--- src/clock_overlay_defines.svh ---
`ifndef CLOCK_OVERLAY_DEFINES_SVH
`define CLOCK_OVERLAY_DEFINES_SVH

//////////////////////////////////////////////////
// Pixel and font geometry
//////////////////////////////////////////////////

// Screen coordinate width
`define CO_COORD_W 10

// Font ROM address and character base code
`define CO_CODE_W 11

// One glyph row, MSB is the leftmost column
`define CO_GLYPH_W 8

// Time fields, hours minutes seconds
`define CO_FIELD_N 3

`define CO_SCALE_W 2

//////////////////////////////////////////////////
// Colours
//////////////////////////////////////////////////

// Green background
`define CO_BG_COLOR 3'b000

`endif

--- src/clock_overlay_pkg.sv ---
`include "clock_overlay_defines.svh"

package clock_overlay_pkg;

	// Bit order is blue, green-off, red as on the board
	typedef enum logic [2:0] {
		COL_GREEN   = 3'b000,
		COL_RED     = 3'b001,
		COL_YELLOW  = 3'b011,
		COL_BLUE    = 3'b100,
		COL_MAGENTA = 3'b101,
		COL_WHITE   = 3'b111
	} rgb_color_t;

	// Peer that owns the font port this cycle
	typedef enum logic [1:0] {
		SRC_NONE  = 2'd0,
		SRC_LABEL = 2'd1,
		SRC_DIGIT = 2'd2
	} tile_src_t;

	// Index of a time field
	typedef logic [$clog2(`CO_FIELD_N)-1:0] field_sel_t;

endpackage

--- src/glyph_req_if.sv ---
`timescale 1ns/1ps
`include "clock_overlay_defines.svh"

interface glyph_req_if;
	import clock_overlay_pkg::*;

	logic                   hit;
	logic [`CO_COORD_W-1:0] origin_x;
	logic [`CO_COORD_W-1:0] origin_y;
	logic [`CO_SCALE_W-1:0] scale;
	logic [`CO_CODE_W-1:0]  char_base;
	rgb_color_t             color;
	field_sel_t             sel_field;
	logic                   sel_digit;
	// Set only for real digit tiles
	logic                   sel_valid;

	modport source (output hit, origin_x, origin_y, scale, char_base, color,
		sel_field, sel_digit, sel_valid);
	modport arbiter (input hit, origin_x, origin_y, scale, char_base, color,
		sel_field, sel_digit, sel_valid);
endinterface

--- src/clock_overlay_top.sv ---
`timescale 1ns/1ps
`include "clock_overlay_defines.svh"

module clock_overlay_top (
	input  logic                          clk,
	input  logic                          reset,
	input  logic [`CO_COORD_W-1:0]        pix_x,
	input  logic [`CO_COORD_W-1:0]        pix_y,
	input  logic                          ringout,
	input  logic                          ampm,
	input  logic                          sistemamilitar,
	input  logic [`CO_FIELD_N-1:0]        habilita,
	input  logic [`CO_CODE_W-1:0]         direccion,
	input  logic [`CO_GLYPH_W-1:0]        font_data,
	output clock_overlay_pkg::field_sel_t selector_dato,
	output logic                          selector_digito,
	output logic [`CO_CODE_W-1:0]         font_addr,
	output clock_overlay_pkg::rgb_color_t rgb_text
);
	import clock_overlay_pkg::*;

	logic [`CO_COORD_W-1:0] dx;
	logic [`CO_SCALE_W-1:0] scale_q;
	rgb_color_t             color_q;

	glyph_req_if label_req ();
	glyph_req_if digit_req ();

	//////////////////////////////////////////////////
	// Tile matchers
	//////////////////////////////////////////////////

	label_tiles u_label_tiles (
		.pix_x(pix_x),
		.pix_y(pix_y),
		.ringout(ringout),
		.ampm(ampm),
		.sistemamilitar(sistemamilitar),
		.req(label_req)
	);

	digit_tiles u_digit_tiles (
		.pix_x(pix_x),
		.pix_y(pix_y),
		.habilita(habilita),
		.req(digit_req)
	);

	//////////////////////////////////////////////////
	// Font port and colour
	//////////////////////////////////////////////////

	font_port_arbiter u_arbiter (
		.clk(clk),
		.reset(reset),
		.label_req(label_req),
		.digit_req(digit_req),
		.pix_x(pix_x),
		.pix_y(pix_y),
		.direccion(direccion),
		.selector_dato(selector_dato),
		.selector_digito(selector_digito),
		.font_addr(font_addr),
		.dx(dx),
		.scale_q(scale_q),
		.color_q(color_q)
	);

	glyph_shader u_shader (
		.clk(clk),
		.reset(reset),
		.font_data(font_data),
		.dx(dx),
		.scale_q(scale_q),
		.color_q(color_q),
		.rgb_text(rgb_text)
	);

endmodule

--- src/digit_tiles.sv ---
`timescale 1ns/1ps
`include "clock_overlay_defines.svh"

module digit_tiles (
	input  logic [`CO_COORD_W-1:0] pix_x,
	input  logic [`CO_COORD_W-1:0] pix_y,
	input  logic [`CO_FIELD_N-1:0] habilita,
	glyph_req_if.source            req
);
	import clock_overlay_pkg::*;

	localparam int N_TILES = 8;

	localparam logic [`CO_COORD_W-1:0] DIGIT_Y = 10'd102;
	localparam logic [`CO_COORD_W-1:0] TILE_W  = 10'd24;
	localparam logic [`CO_COORD_W-1:0] TILE_H  = 10'd48;

	// Hours field is the top bit of habilita
	localparam logic [`CO_FIELD_N-1:0] FIELD0_HOT = 3'b100;

	//////////////////////////////////////////////////
	// Time row, hh mm .. ss
	//////////////////////////////////////////////////

	localparam logic [`CO_COORD_W-1:0] TILE_X [N_TILES] = '{
		10'd184, 10'd214, 10'd264, 10'd293, 10'd343, 10'd373, 10'd403, 10'd433
	};
	localparam field_sel_t TILE_FIELD [N_TILES] = '{
		2'd0, 2'd0, 2'd1, 2'd1, 2'd0, 2'd0, 2'd2, 2'd2
	};
	localparam logic TILE_TENS [N_TILES] = '{
		1'b1, 1'b0, 1'b1, 1'b0, 1'b0, 1'b0, 1'b1, 1'b0
	};
	// Two fixed glyphs between minutes and seconds
	localparam logic TILE_DIGIT [N_TILES] = '{
		1'b1, 1'b1, 1'b1, 1'b1, 1'b0, 1'b0, 1'b1, 1'b1
	};
	localparam logic [`CO_CODE_W-1:0] TILE_CODE [N_TILES] = '{
		11'h000, 11'h000, 11'h000, 11'h000, 11'h320, 11'h300, 11'h000, 11'h000
	};

	always_comb begin
		req.hit       = 1'b0;
		req.origin_x  = '0;
		req.origin_y  = '0;
		req.scale     = 2'd3;
		req.char_base = '0;
		req.color     = COL_RED;
		req.sel_field = '0;
		req.sel_digit = 1'b0;
		req.sel_valid = 1'b0;
		for (int i = N_TILES - 1; i >= 0; i--) begin
			if (pix_x >= TILE_X[i] && pix_x < TILE_X[i] + TILE_W &&
				pix_y >= DIGIT_Y && pix_y < DIGIT_Y + TILE_H) begin
				req.hit       = 1'b1;
				req.origin_x  = TILE_X[i];
				req.origin_y  = DIGIT_Y;
				req.char_base = TILE_CODE[i];
				req.sel_valid = TILE_DIGIT[i];
				req.sel_field = TILE_DIGIT[i] ? TILE_FIELD[i] : '0;
				req.sel_digit = TILE_DIGIT[i] & TILE_TENS[i];
				// Highlight only on an exact one-hot match
				if (TILE_DIGIT[i] && habilita == (FIELD0_HOT >> TILE_FIELD[i]))
					req.color = COL_MAGENTA;
				else
					req.color = COL_RED;
			end
		end
	end

endmodule

--- src/font_port_arbiter.sv ---
`timescale 1ns/1ps
`include "clock_overlay_defines.svh"

module font_port_arbiter (
	input  logic                          clk,
	input  logic                          reset,
	glyph_req_if.arbiter                  label_req,
	glyph_req_if.arbiter                  digit_req,
	input  logic [`CO_COORD_W-1:0]        pix_x,
	input  logic [`CO_COORD_W-1:0]        pix_y,
	input  logic [`CO_CODE_W-1:0]         direccion,
	output clock_overlay_pkg::field_sel_t selector_dato,
	output logic                          selector_digito,
	output logic [`CO_CODE_W-1:0]         font_addr,
	output logic [`CO_COORD_W-1:0]        dx,
	output logic [`CO_SCALE_W-1:0]        scale_q,
	output clock_overlay_pkg::rgb_color_t color_q
);
	import clock_overlay_pkg::*;

	tile_src_t              src_n, src_q;
	logic [`CO_COORD_W-1:0] dx_n, dy_n, dy_q;
	logic [`CO_SCALE_W-1:0] scale_n;
	rgb_color_t             color_n;
	logic [`CO_CODE_W-1:0]  base_n, base_q;
	field_sel_t             sel_field_n;
	logic                   sel_digit_n;
	logic                   sel_valid_n, sel_valid_q;
	logic [`CO_COORD_W-1:0] row_off;
	logic [`CO_CODE_W-1:0]  code_sel;

	//////////////////////////////////////////////////
	// Grant, labels before digits
	//////////////////////////////////////////////////

	always_comb begin
		src_n       = SRC_NONE;
		dx_n        = '0;
		dy_n        = '0;
		scale_n     = 2'd2;
		color_n     = rgb_color_t'(`CO_BG_COLOR);
		base_n      = '0;
		sel_field_n = '0;
		sel_digit_n = 1'b0;
		sel_valid_n = 1'b0;
		if (label_req.hit) begin
			src_n       = SRC_LABEL;
			dx_n        = pix_x - label_req.origin_x;
			dy_n        = pix_y - label_req.origin_y;
			scale_n     = label_req.scale;
			color_n     = label_req.color;
			base_n      = label_req.char_base;
			sel_field_n = label_req.sel_field;
			sel_digit_n = label_req.sel_digit;
			sel_valid_n = label_req.sel_valid;
		end else if (digit_req.hit) begin
			src_n       = SRC_DIGIT;
			dx_n        = pix_x - digit_req.origin_x;
			dy_n        = pix_y - digit_req.origin_y;
			scale_n     = digit_req.scale;
			color_n     = digit_req.color;
			base_n      = digit_req.char_base;
			sel_field_n = digit_req.sel_field;
			sel_digit_n = digit_req.sel_digit;
			sel_valid_n = digit_req.sel_valid;
		end
	end

	// Stage 1 request register
	always_ff @(posedge clk) begin
		if (reset) begin
			src_q           <= SRC_NONE;
			dx              <= '0;
			dy_q            <= '0;
			scale_q         <= 2'd2;
			color_q         <= rgb_color_t'(`CO_BG_COLOR);
			base_q          <= '0;
			selector_dato   <= '0;
			selector_digito <= 1'b0;
			sel_valid_q     <= 1'b0;
		end else begin
			src_q           <= src_n;
			dx              <= dx_n;
			dy_q            <= dy_n;
			scale_q         <= scale_n;
			color_q         <= color_n;
			base_q          <= base_n;
			selector_dato   <= sel_field_n;
			selector_digito <= sel_digit_n;
			sel_valid_q     <= sel_valid_n;
		end
	end

	// Digit code comes back on direccion in this cycle
	assign row_off   = dy_q / scale_q;
	assign code_sel  = (src_q == SRC_DIGIT && sel_valid_q) ? direccion : base_q;
	assign font_addr = code_sel + `CO_CODE_W'(row_off);

endmodule

--- src/glyph_shader.sv ---
`timescale 1ns/1ps
`include "clock_overlay_defines.svh"

module glyph_shader (
	input  logic                          clk,
	input  logic                          reset,
	input  logic [`CO_GLYPH_W-1:0]        font_data,
	input  logic [`CO_COORD_W-1:0]        dx,
	input  logic [`CO_SCALE_W-1:0]        scale_q,
	input  clock_overlay_pkg::rgb_color_t color_q,
	output clock_overlay_pkg::rgb_color_t rgb_text
);
	import clock_overlay_pkg::*;

	logic [`CO_COORD_W-1:0] col_off;
	logic [2:0]             bit_sel;

	// Column 0 sits in the MSB of the row
	assign col_off = dx / scale_q;
	assign bit_sel = 3'(`CO_GLYPH_W - 1) - col_off[2:0];

	always_ff @(posedge clk) begin
		if (reset)
			rgb_text <= rgb_color_t'(`CO_BG_COLOR);
		else if (font_data[bit_sel])
			rgb_text <= color_q;
		else
			rgb_text <= rgb_color_t'(`CO_BG_COLOR);
	end

endmodule

--- src/label_tiles.sv ---
`timescale 1ns/1ps
`include "clock_overlay_defines.svh"

module label_tiles (
	input  logic [`CO_COORD_W-1:0] pix_x,
	input  logic [`CO_COORD_W-1:0] pix_y,
	input  logic                   ringout,
	input  logic                   ampm,
	input  logic                   sistemamilitar,
	glyph_req_if.source            req
);
	import clock_overlay_pkg::*;

	typedef enum logic [2:0] {
		K_BLUE,
		K_BLANK,
		K_RING,
		K_AM,
		K_PM,
		K_SLASH
	} label_kind_t;

	localparam int N_TITLE = 10;
	localparam int N_TILES = 20;

	localparam logic [`CO_COORD_W-1:0] TITLE_Y = 10'd54;
	localparam logic [`CO_COORD_W-1:0] LOW_Y   = 10'd394;
	localparam logic [`CO_COORD_W-1:0] TILE_W  = 10'd16;
	localparam logic [`CO_COORD_W-1:0] TILE_H  = 10'd32;
	localparam logic [`CO_CODE_W-1:0]  RING_ON = 11'h030;

	//////////////////////////////////////////////////
	// Tile table, title first, then ring, then AM/PM
	//////////////////////////////////////////////////

	localparam logic [`CO_COORD_W-1:0] TILE_X [N_TILES] = '{
		10'd183, 10'd203, 10'd223, 10'd243, 10'd263,
		10'd283, 10'd303, 10'd372, 10'd392, 10'd412,
		10'd506, 10'd526, 10'd546, 10'd566, 10'd586,
		10'd128, 10'd148, 10'd168, 10'd188, 10'd208
	};

	localparam logic [`CO_CODE_W-1:0] TILE_CODE [N_TILES] = '{
		11'h440, 11'h690, 11'h610, 11'h000, 11'h4d0,
		11'h650, 11'h730, 11'h410, 11'h7e0, 11'h6f0,
		11'h000, 11'h520, 11'h690, 11'h6e0, 11'h670,
		11'h610, 11'h6d0, 11'h2f0, 11'h700, 11'h6d0
	};

	localparam label_kind_t TILE_KIND [N_TILES] = '{
		K_BLUE, K_BLUE, K_BLUE, K_BLANK, K_BLUE,
		K_BLUE, K_BLUE, K_BLUE, K_BLUE,  K_BLUE,
		K_RING, K_BLUE, K_BLUE, K_BLUE,  K_BLUE,
		K_AM,   K_AM,   K_SLASH, K_PM,   K_PM
	};

	function automatic rgb_color_t kind_color(label_kind_t kind, logic am, logic mil);
		rgb_color_t col;
		case (kind)
			K_BLUE:  col = COL_BLUE;
			K_RING:  col = COL_RED;
			K_AM:    col = mil ? COL_GREEN : (am ? COL_YELLOW : COL_BLUE);
			K_PM:    col = mil ? COL_GREEN : (am ? COL_BLUE : COL_YELLOW);
			K_SLASH: col = mil ? COL_GREEN : COL_BLUE;
			default: col = COL_GREEN;
		endcase
		return col;
	endfunction

	// Walk backwards so the lowest index wins
	always_comb begin
		logic [`CO_COORD_W-1:0] row_y;
		row_y         = TITLE_Y;
		req.hit       = 1'b0;
		req.origin_x  = '0;
		req.origin_y  = '0;
		req.scale     = 2'd2;
		req.char_base = '0;
		req.color     = COL_GREEN;
		req.sel_field = '0;
		req.sel_digit = 1'b0;
		req.sel_valid = 1'b0;
		for (int i = N_TILES - 1; i >= 0; i--) begin
			row_y = (i < N_TITLE) ? TITLE_Y : LOW_Y;
			if (pix_x >= TILE_X[i] && pix_x < TILE_X[i] + TILE_W &&
				pix_y >= row_y && pix_y < row_y + TILE_H) begin
				req.hit       = 1'b1;
				req.origin_x  = TILE_X[i];
				req.origin_y  = row_y;
				req.char_base = (TILE_KIND[i] == K_RING && ringout) ? RING_ON : TILE_CODE[i];
				req.color     = kind_color(TILE_KIND[i], ampm, sistemamilitar);
			end
		end
	end

endmodule

--- config.mk ---
export PLATFORM = sky130hd
export DESIGN_NAME = clock_overlay_top
export DESIGN_NICKNAME = d
export VERILOG_FILES = /design/src/clock_overlay_pkg.sv /design/src/glyph_req_if.sv /design/src/clock_overlay_top.sv /design/src/digit_tiles.sv /design/src/font_port_arbiter.sv /design/src/glyph_shader.sv /design/src/label_tiles.sv
export VERILOG_INCLUDE_DIRS = /design/src
export SDC_FILE = /design/constraint.sdc
export NUM_CORES = 1
export LEC_CHECK = 0
export BUFFER_PORTS_ARGS = -buffer_cell sky130_fd_sc_hd__buf_2
export CORE_AREA = 5 5 133 135
export CTS_BUF_LIST = sky130_fd_sc_hd__clkbuf_4 sky130_fd_sc_hd__clkbuf_8
export CTS_CLUSTER_SIZE = 30
export DETAILED_ROUTE_END_ITERATION = 8
export DIE_AREA = 0 0 138 140
export PLACE_DENSITY = 0.68
export SYNTH_ARGS = -nofsm -noshare
export SYNTH_HDL_FRONTEND = slang
export SYNTH_SLANG_ARGS = --single-unit
--- constraint.sdc ---
create_clock -name clk -period 11.1 [get_ports clk]
set_input_delay 1.665 -clock clk [delete_from_list [all_inputs] [get_ports clk]]
set_output_delay 1.665 -clock clk [all_outputs]
set_load 0.01 [all_outputs]
# Yosys cells after proc, flatten, opt, wreduce, memory -nomap -nowiden
# Cells that the tools add are included.
totals:
  romBits: 0
  latch_bits: 0
  in_bits: 47
  mem_count: 0
  elab_cells: 359
  register_bits: 45
  ramBits: 0
  out_inout_bits: 17
classes:
  shift: 0
  bitwise_logic: 2
  div_mod_pow: 2
  mul: 0
  n_mux: 180
  reduce_logical: 90
  add_sub_neg: 6
  n_lt_le_gt_ge: 63
  eq_ne: 4
op_table:
  columns: ["operator", "n"]
  rows:
  - ["$mux 10", 40]
  - ["$mux 11", 22]
  - ["$mux 9", 21]
  - ["$ge 10x9->1 const B", 14]
  - ["$lt 10x9->1 const B", 14]
  - ["$mux 3", 38]
  - ["$ge 10x8->1 const B", 11]
  - ["$lt 10x8->1 const B", 11]
  - ["$logic_and 1x1->1", 85]
  - ["$lt 10x10->1 const B", 5]
  - ["$mux 1", 48]
  - ["$ge 10x10->1 const B", 4]
  - ["$mux 8", 5]
  - ["$sub 10x10->10", 3]
  - ["$div 10x2->10", 2]
  - ["$add 11x10->11", 1]
  - ["$ge 10x6->1 const B", 1]
  - ["$ge 10x7->1 const B", 1]
  - ["$lt 10x7->1 const B", 1]
  - ["$sub 10x9->10", 1]
  - ["$reduce_or 9->1", 1]
  - ["$mux 7", 1]
  - ["$mux 2", 3]
  - ["$mux 6", 1]
  - ["11 further kinds", 13]

# Longest topological paths before layout
logic_depth:
  depth_word: 26
  ltp_mapped: 33

# By module
# A second synthesis with hierarchy kept.
hier_totals:
  cells_unflattened: 1237
  hier_area_um2: 9233.9
modules_own_cells:
  columns: ["mod", "n_inst", "area_each_um2", "cells_per_inst"]
  rows:
  - ["font_port_arbiter", 1, 4610.7, 557]
  - ["glyph_shader", 1, 2108.3, 300]
  - ["label_tiles", 1, 1624.1, 245]
  - ["digit_tiles", 1, 890.9, 135]

# Worst setup path after synthesis
# OpenSTA, ideal clock, no wires.
synth_path:
  path_kind: "reg2out"
  startpoint: "reg u_arbiter.src_q[1]"
  endpoint: "out font_addr[10]"
  path_buffers: 0
  arrival_time_ns: 6.629
  setup_slack_ns: 2.806
  stages_incl_launch_ff: 32
  path_cell_list: "dfxtp_1 inv_1 ha_1 nor2_2 mux2_2 o21ai_2 a311oi_4 a211o_2 o211a_4 o21ai_1 a31oi_1 nor4b_4 a211o_1 or4b_4 nor3_2 nand3_2 mux2i_4 or3_1 nand4b_1 ha_1 inv_1 fa_1 inv_1 a21oi_1 o21bai_1 a21oi_1 o21ai_0 a21oi_1 o21bai_1 a21oi_1 nor2_1 xnor2_1"
synth_via:
  elab_chain_cells: 4
synth_rtl:
  columns: ["item", "line", "text"]
  rows:
  - ["start, declared", "font_port_arbiter.sv:21", "tile_src_t src_n, src_q;"]
  - ["start signal, assigned", "font_port_arbiter.sv:82", "src_q <= src_n;"]
  - ["$eq 2x2->1", "font_port_arbiter.sv:96", "assign code_sel = (src_q == SRC_DIGIT && sel_valid_q) ? direccion : base_q;"]
  - ["$logic_and 1x1->1", "font_port_arbiter.sv:96", null]
  - ["$mux 11", "font_port_arbiter.sv:96", null]
  - ["$add 11x10->11", "font_port_arbiter.sv:97", "assign font_addr = code_sel + `CO_CODE_W'(row_off);"]
  - ["end, declared", "clock_overlay_top.sv:17", "output logic [`CO_CODE_W-1:0] font_addr,"]
# No other way between the ends.

# Final worst setup path
# Same ends and word-level chain as after synthesis.

==> flow_summary.ini <==
[outcome]
status = finished clean

[route]
drt-initial-drc-count = 488
drc = 0
vias = 7582
wl_per_cell_um = 16.5
vias_per_cell = 6.08
drt_wl_total_um = 20500
dr.pass1.iters = 5
ant_nets = 0

[hold_path]
holdPathStages = 1
hold_class = flop to flop

[sta]
fin_crit_ns = 9.68
hold_viol_final = 0
holdWs_ns = 0.543
grt_setup_unrepaired = false
fmax_ghz = 0.103
tns_ns = 0
relSlewSlack_pct = 41.5
fin_skew_ns = 0.00756
setup_viol = 0
slew_viol_final = 0
worstMarginPinSlew_ns = 0.871
finalCritPeriodShare_pct = 87.2

[yosys]
avgSynthCellArea_um2 = 7.24
synth_most_common_cell = nor2_1
seq_area_frac_synth_pct = 10.8
syn-instance-count = 996
synth-edff-count = 0
yosys_warnings = 0
yosysTopAreaCellShare_pct = 10.8
syn_area_mm2 = 0.00721
yosys-top-cells-area = dfxtp_1 11%, ha_1 9.9%, nor2_1 4.7%
yosysTopAreaCell = dfxtp_1
synth.distinct_cells = 107
synth_seq_cells = 39
synthFlopType = dfxtp_1
synthTopCellsByCount = 90 x nor2_1, 87 x nand2_1, 67 x a21oi_1
syn_nets = 1105
synthArstFlopShare_pct = 0

[cells_and_area]
multi_input_area_mm2 = 0.00604
area_delta_synth_final_pct = 7.27
fin_nets = 1135
diodes = 0
nFillCells = 1703
layout-drive-gt1-share_pct = 13.8
seqCellArea_um2 = 781

[clock_tree]
hold_buffers = 0
cts.clk_slew.worst_paths_ns = 0.07
clockBufferDepth = 2
cts.repair.resized = 0
htreeDepth = 2
cts_setup_buffers = 0
cts_tree = done
numCtsBuffers = 5
clock_latency_ns = 0.29
clkSinkCount = 39
cts_root_buffer = clkbuf_8

[place]
gp_congestion = 0.952
io_buffers = 63
hpwl_um = 16700

[worst_setup_path]
worstPathRequired_ns = 9.44
crit_top_cell = a21oi_1
arrival_ns = 8.01
cp_max_fo = 17
r2r_cells = 19
crit_type = flop to output pin
slowest_delay_ns = 0.54
critPathCaptureType = output pin
start_kind = flop
slowest_stage = inv_1

[global_routing]
grt_max_degree = 24
grt_pass1_vias = 7029
antenna_found_initial = 0
grt_pass1_wl_um = 34300
grt_usage_pct = 20.5
overflow = 0

[die]
num_io_pins = 64
die_h_um = 140
die_x_um = 138
fp-row-count = 47
die-area_mm2 = 0.0193
coreArea_mm2 = 0.0163
initial_utilization_pct = 44.1

[pwr]
power_mw = 0.439
p_leak_nw = 3.33
irDropWorstVdd_mv = 0.0395
cellPowerDensity_mw_per_mm2 = 56.7

[job]
maxCapViolCount = 0
state kept, by name (all words and copies together), names as in the netlist:
register / count
u_arbiter.base_q: 7
u_arbiter.color_q: 3
u_arbiter.selector_digito: 1
u_arbiter.src_q: 2
u_arbiter.dy_q: 10
u_arbiter.sel_valid_q: 1
u_arbiter.dx: 10
u_arbiter.selector_dato: 2
u_shader.rgb_text: 3
worst max-delay path: cells and delay by family, from the launching register on:
| family | cells | cell delay, ns |
|---|---|---|
| multiplexers | 2 | 0.63 |
| flip-flops | 1 | 0.37 |
| AND/OR/NAND/NOR | 8 | 2.14 |
| XOR/XNOR | 1 | 0.12 |
| adder cells (fa/ha/maj) | 3 | 0.97 |
| AO/OA/AOI/OAI | 14 | 2.65 |
| buffers and inverters | 4 | 0.81 |
kinds of logic after synthesis:
family                   Yosys count  share of synthesized area [%]
AO/OA/AOI/OAI                    315                           32.0
AND/OR/NAND/NOR                  411                           30.6
multiplexers                      24                           3.61
buffers and inverters             94                           5.46
flip-flops                        39                           10.8
XOR/XNOR                          51                           6.19
adder cells (fa/ha/maj)           62                           11.3
through the flow:
| stage | instances | instance area (um2) | utilization (%) | setup WS [ns] |
|---|---|---|---|---|
| 2_1_floorplan | 996 | 7210 | - | 2.81 |
| 3_3_place_gp | 1239 | 7620 | 46.6 | 1.94 |
| 4_1_cts | 1247 | 7740 | 47.3 | 1.35 |
| 3_5_place_dp | 1239 | 7620 | 46.6 | 1.71 |
| 5_1_grt | 1247 | 7740 | 47.3 | 0.736 |
| 6_report | 1247 | 7740 | 47.3 | 1.42 |
final cells by class:
class / count / area share [%]
clock buffers: 6 / 1.07
clock inverters: 2 / 0.453
inverters: 52 / 2.52
multi-input cells: 863 / 78.0
flip-flops and latches: 39 / 10.1
well taps: 220 / 3.56
repair buffers: 65 / 4.27
metal layers:
metal | GRT usage [%] | vias up | part of all wire, %
li1 | - | 3762 | -
met1 | 27.4 | 3544 | 45
met2 | 34.7 | 232 | 47
met3 | 1.57 | 44 | 4.0
met4 | 7.80 | 0 | 3.2
met5 | 0 | - | 0
worst paths after layout:
kind | endpoint | start | slack, ns
worst max-delay path | font_addr[10] | u_arbiter.src_q[1] | 1.42
worst min-delay path | u_shader.rgb_text[2] | u_arbiter.color_q[2] | 0.54
worst max register to register | u_shader.rgb_text[0] | u_arbiter.src_q[1] | 5.01
worst min register to register | u_shader.rgb_text[2] | u_arbiter.color_q[2] | 0.54
power breakdown:
| part | internal [mW] | switching (mW) | total (mW) |
|---|---|---|---|
| Clock | 0.0727 | 0.0490 | 0.122 |
| Sequential | 0.141 | 0.00128 | 0.142 |
| Combinational | 0.0738 | 0.101 | 0.175 |
cells in the final DEF (no fill, tap or decap), types with 15 or more instances in the layout:
| cell type | n |
|---|---|
| mux2i_1 | 17 |
| and2_1 | 15 |
| ha_1 | 57 |
| nor2b_1 | 20 |
| buf_2 | 63 |
| inv_1 | 52 |
| xnor2_1 | 28 |
| nand3_1 | 21 |
| nor3_1 | 44 |
| xor2_1 | 23 |
| o21ai_0 | 50 |
| a21oi_1 | 67 |
| nand2b_1 | 19 |
| nand2_1 | 87 |
| a21o_1 | 30 |
| dfxtp_1 | 39 |
| or2_2 | 16 |
| nor2_1 | 90 |
| and3_1 | 16 |
(Power assumes the default switching activity.)
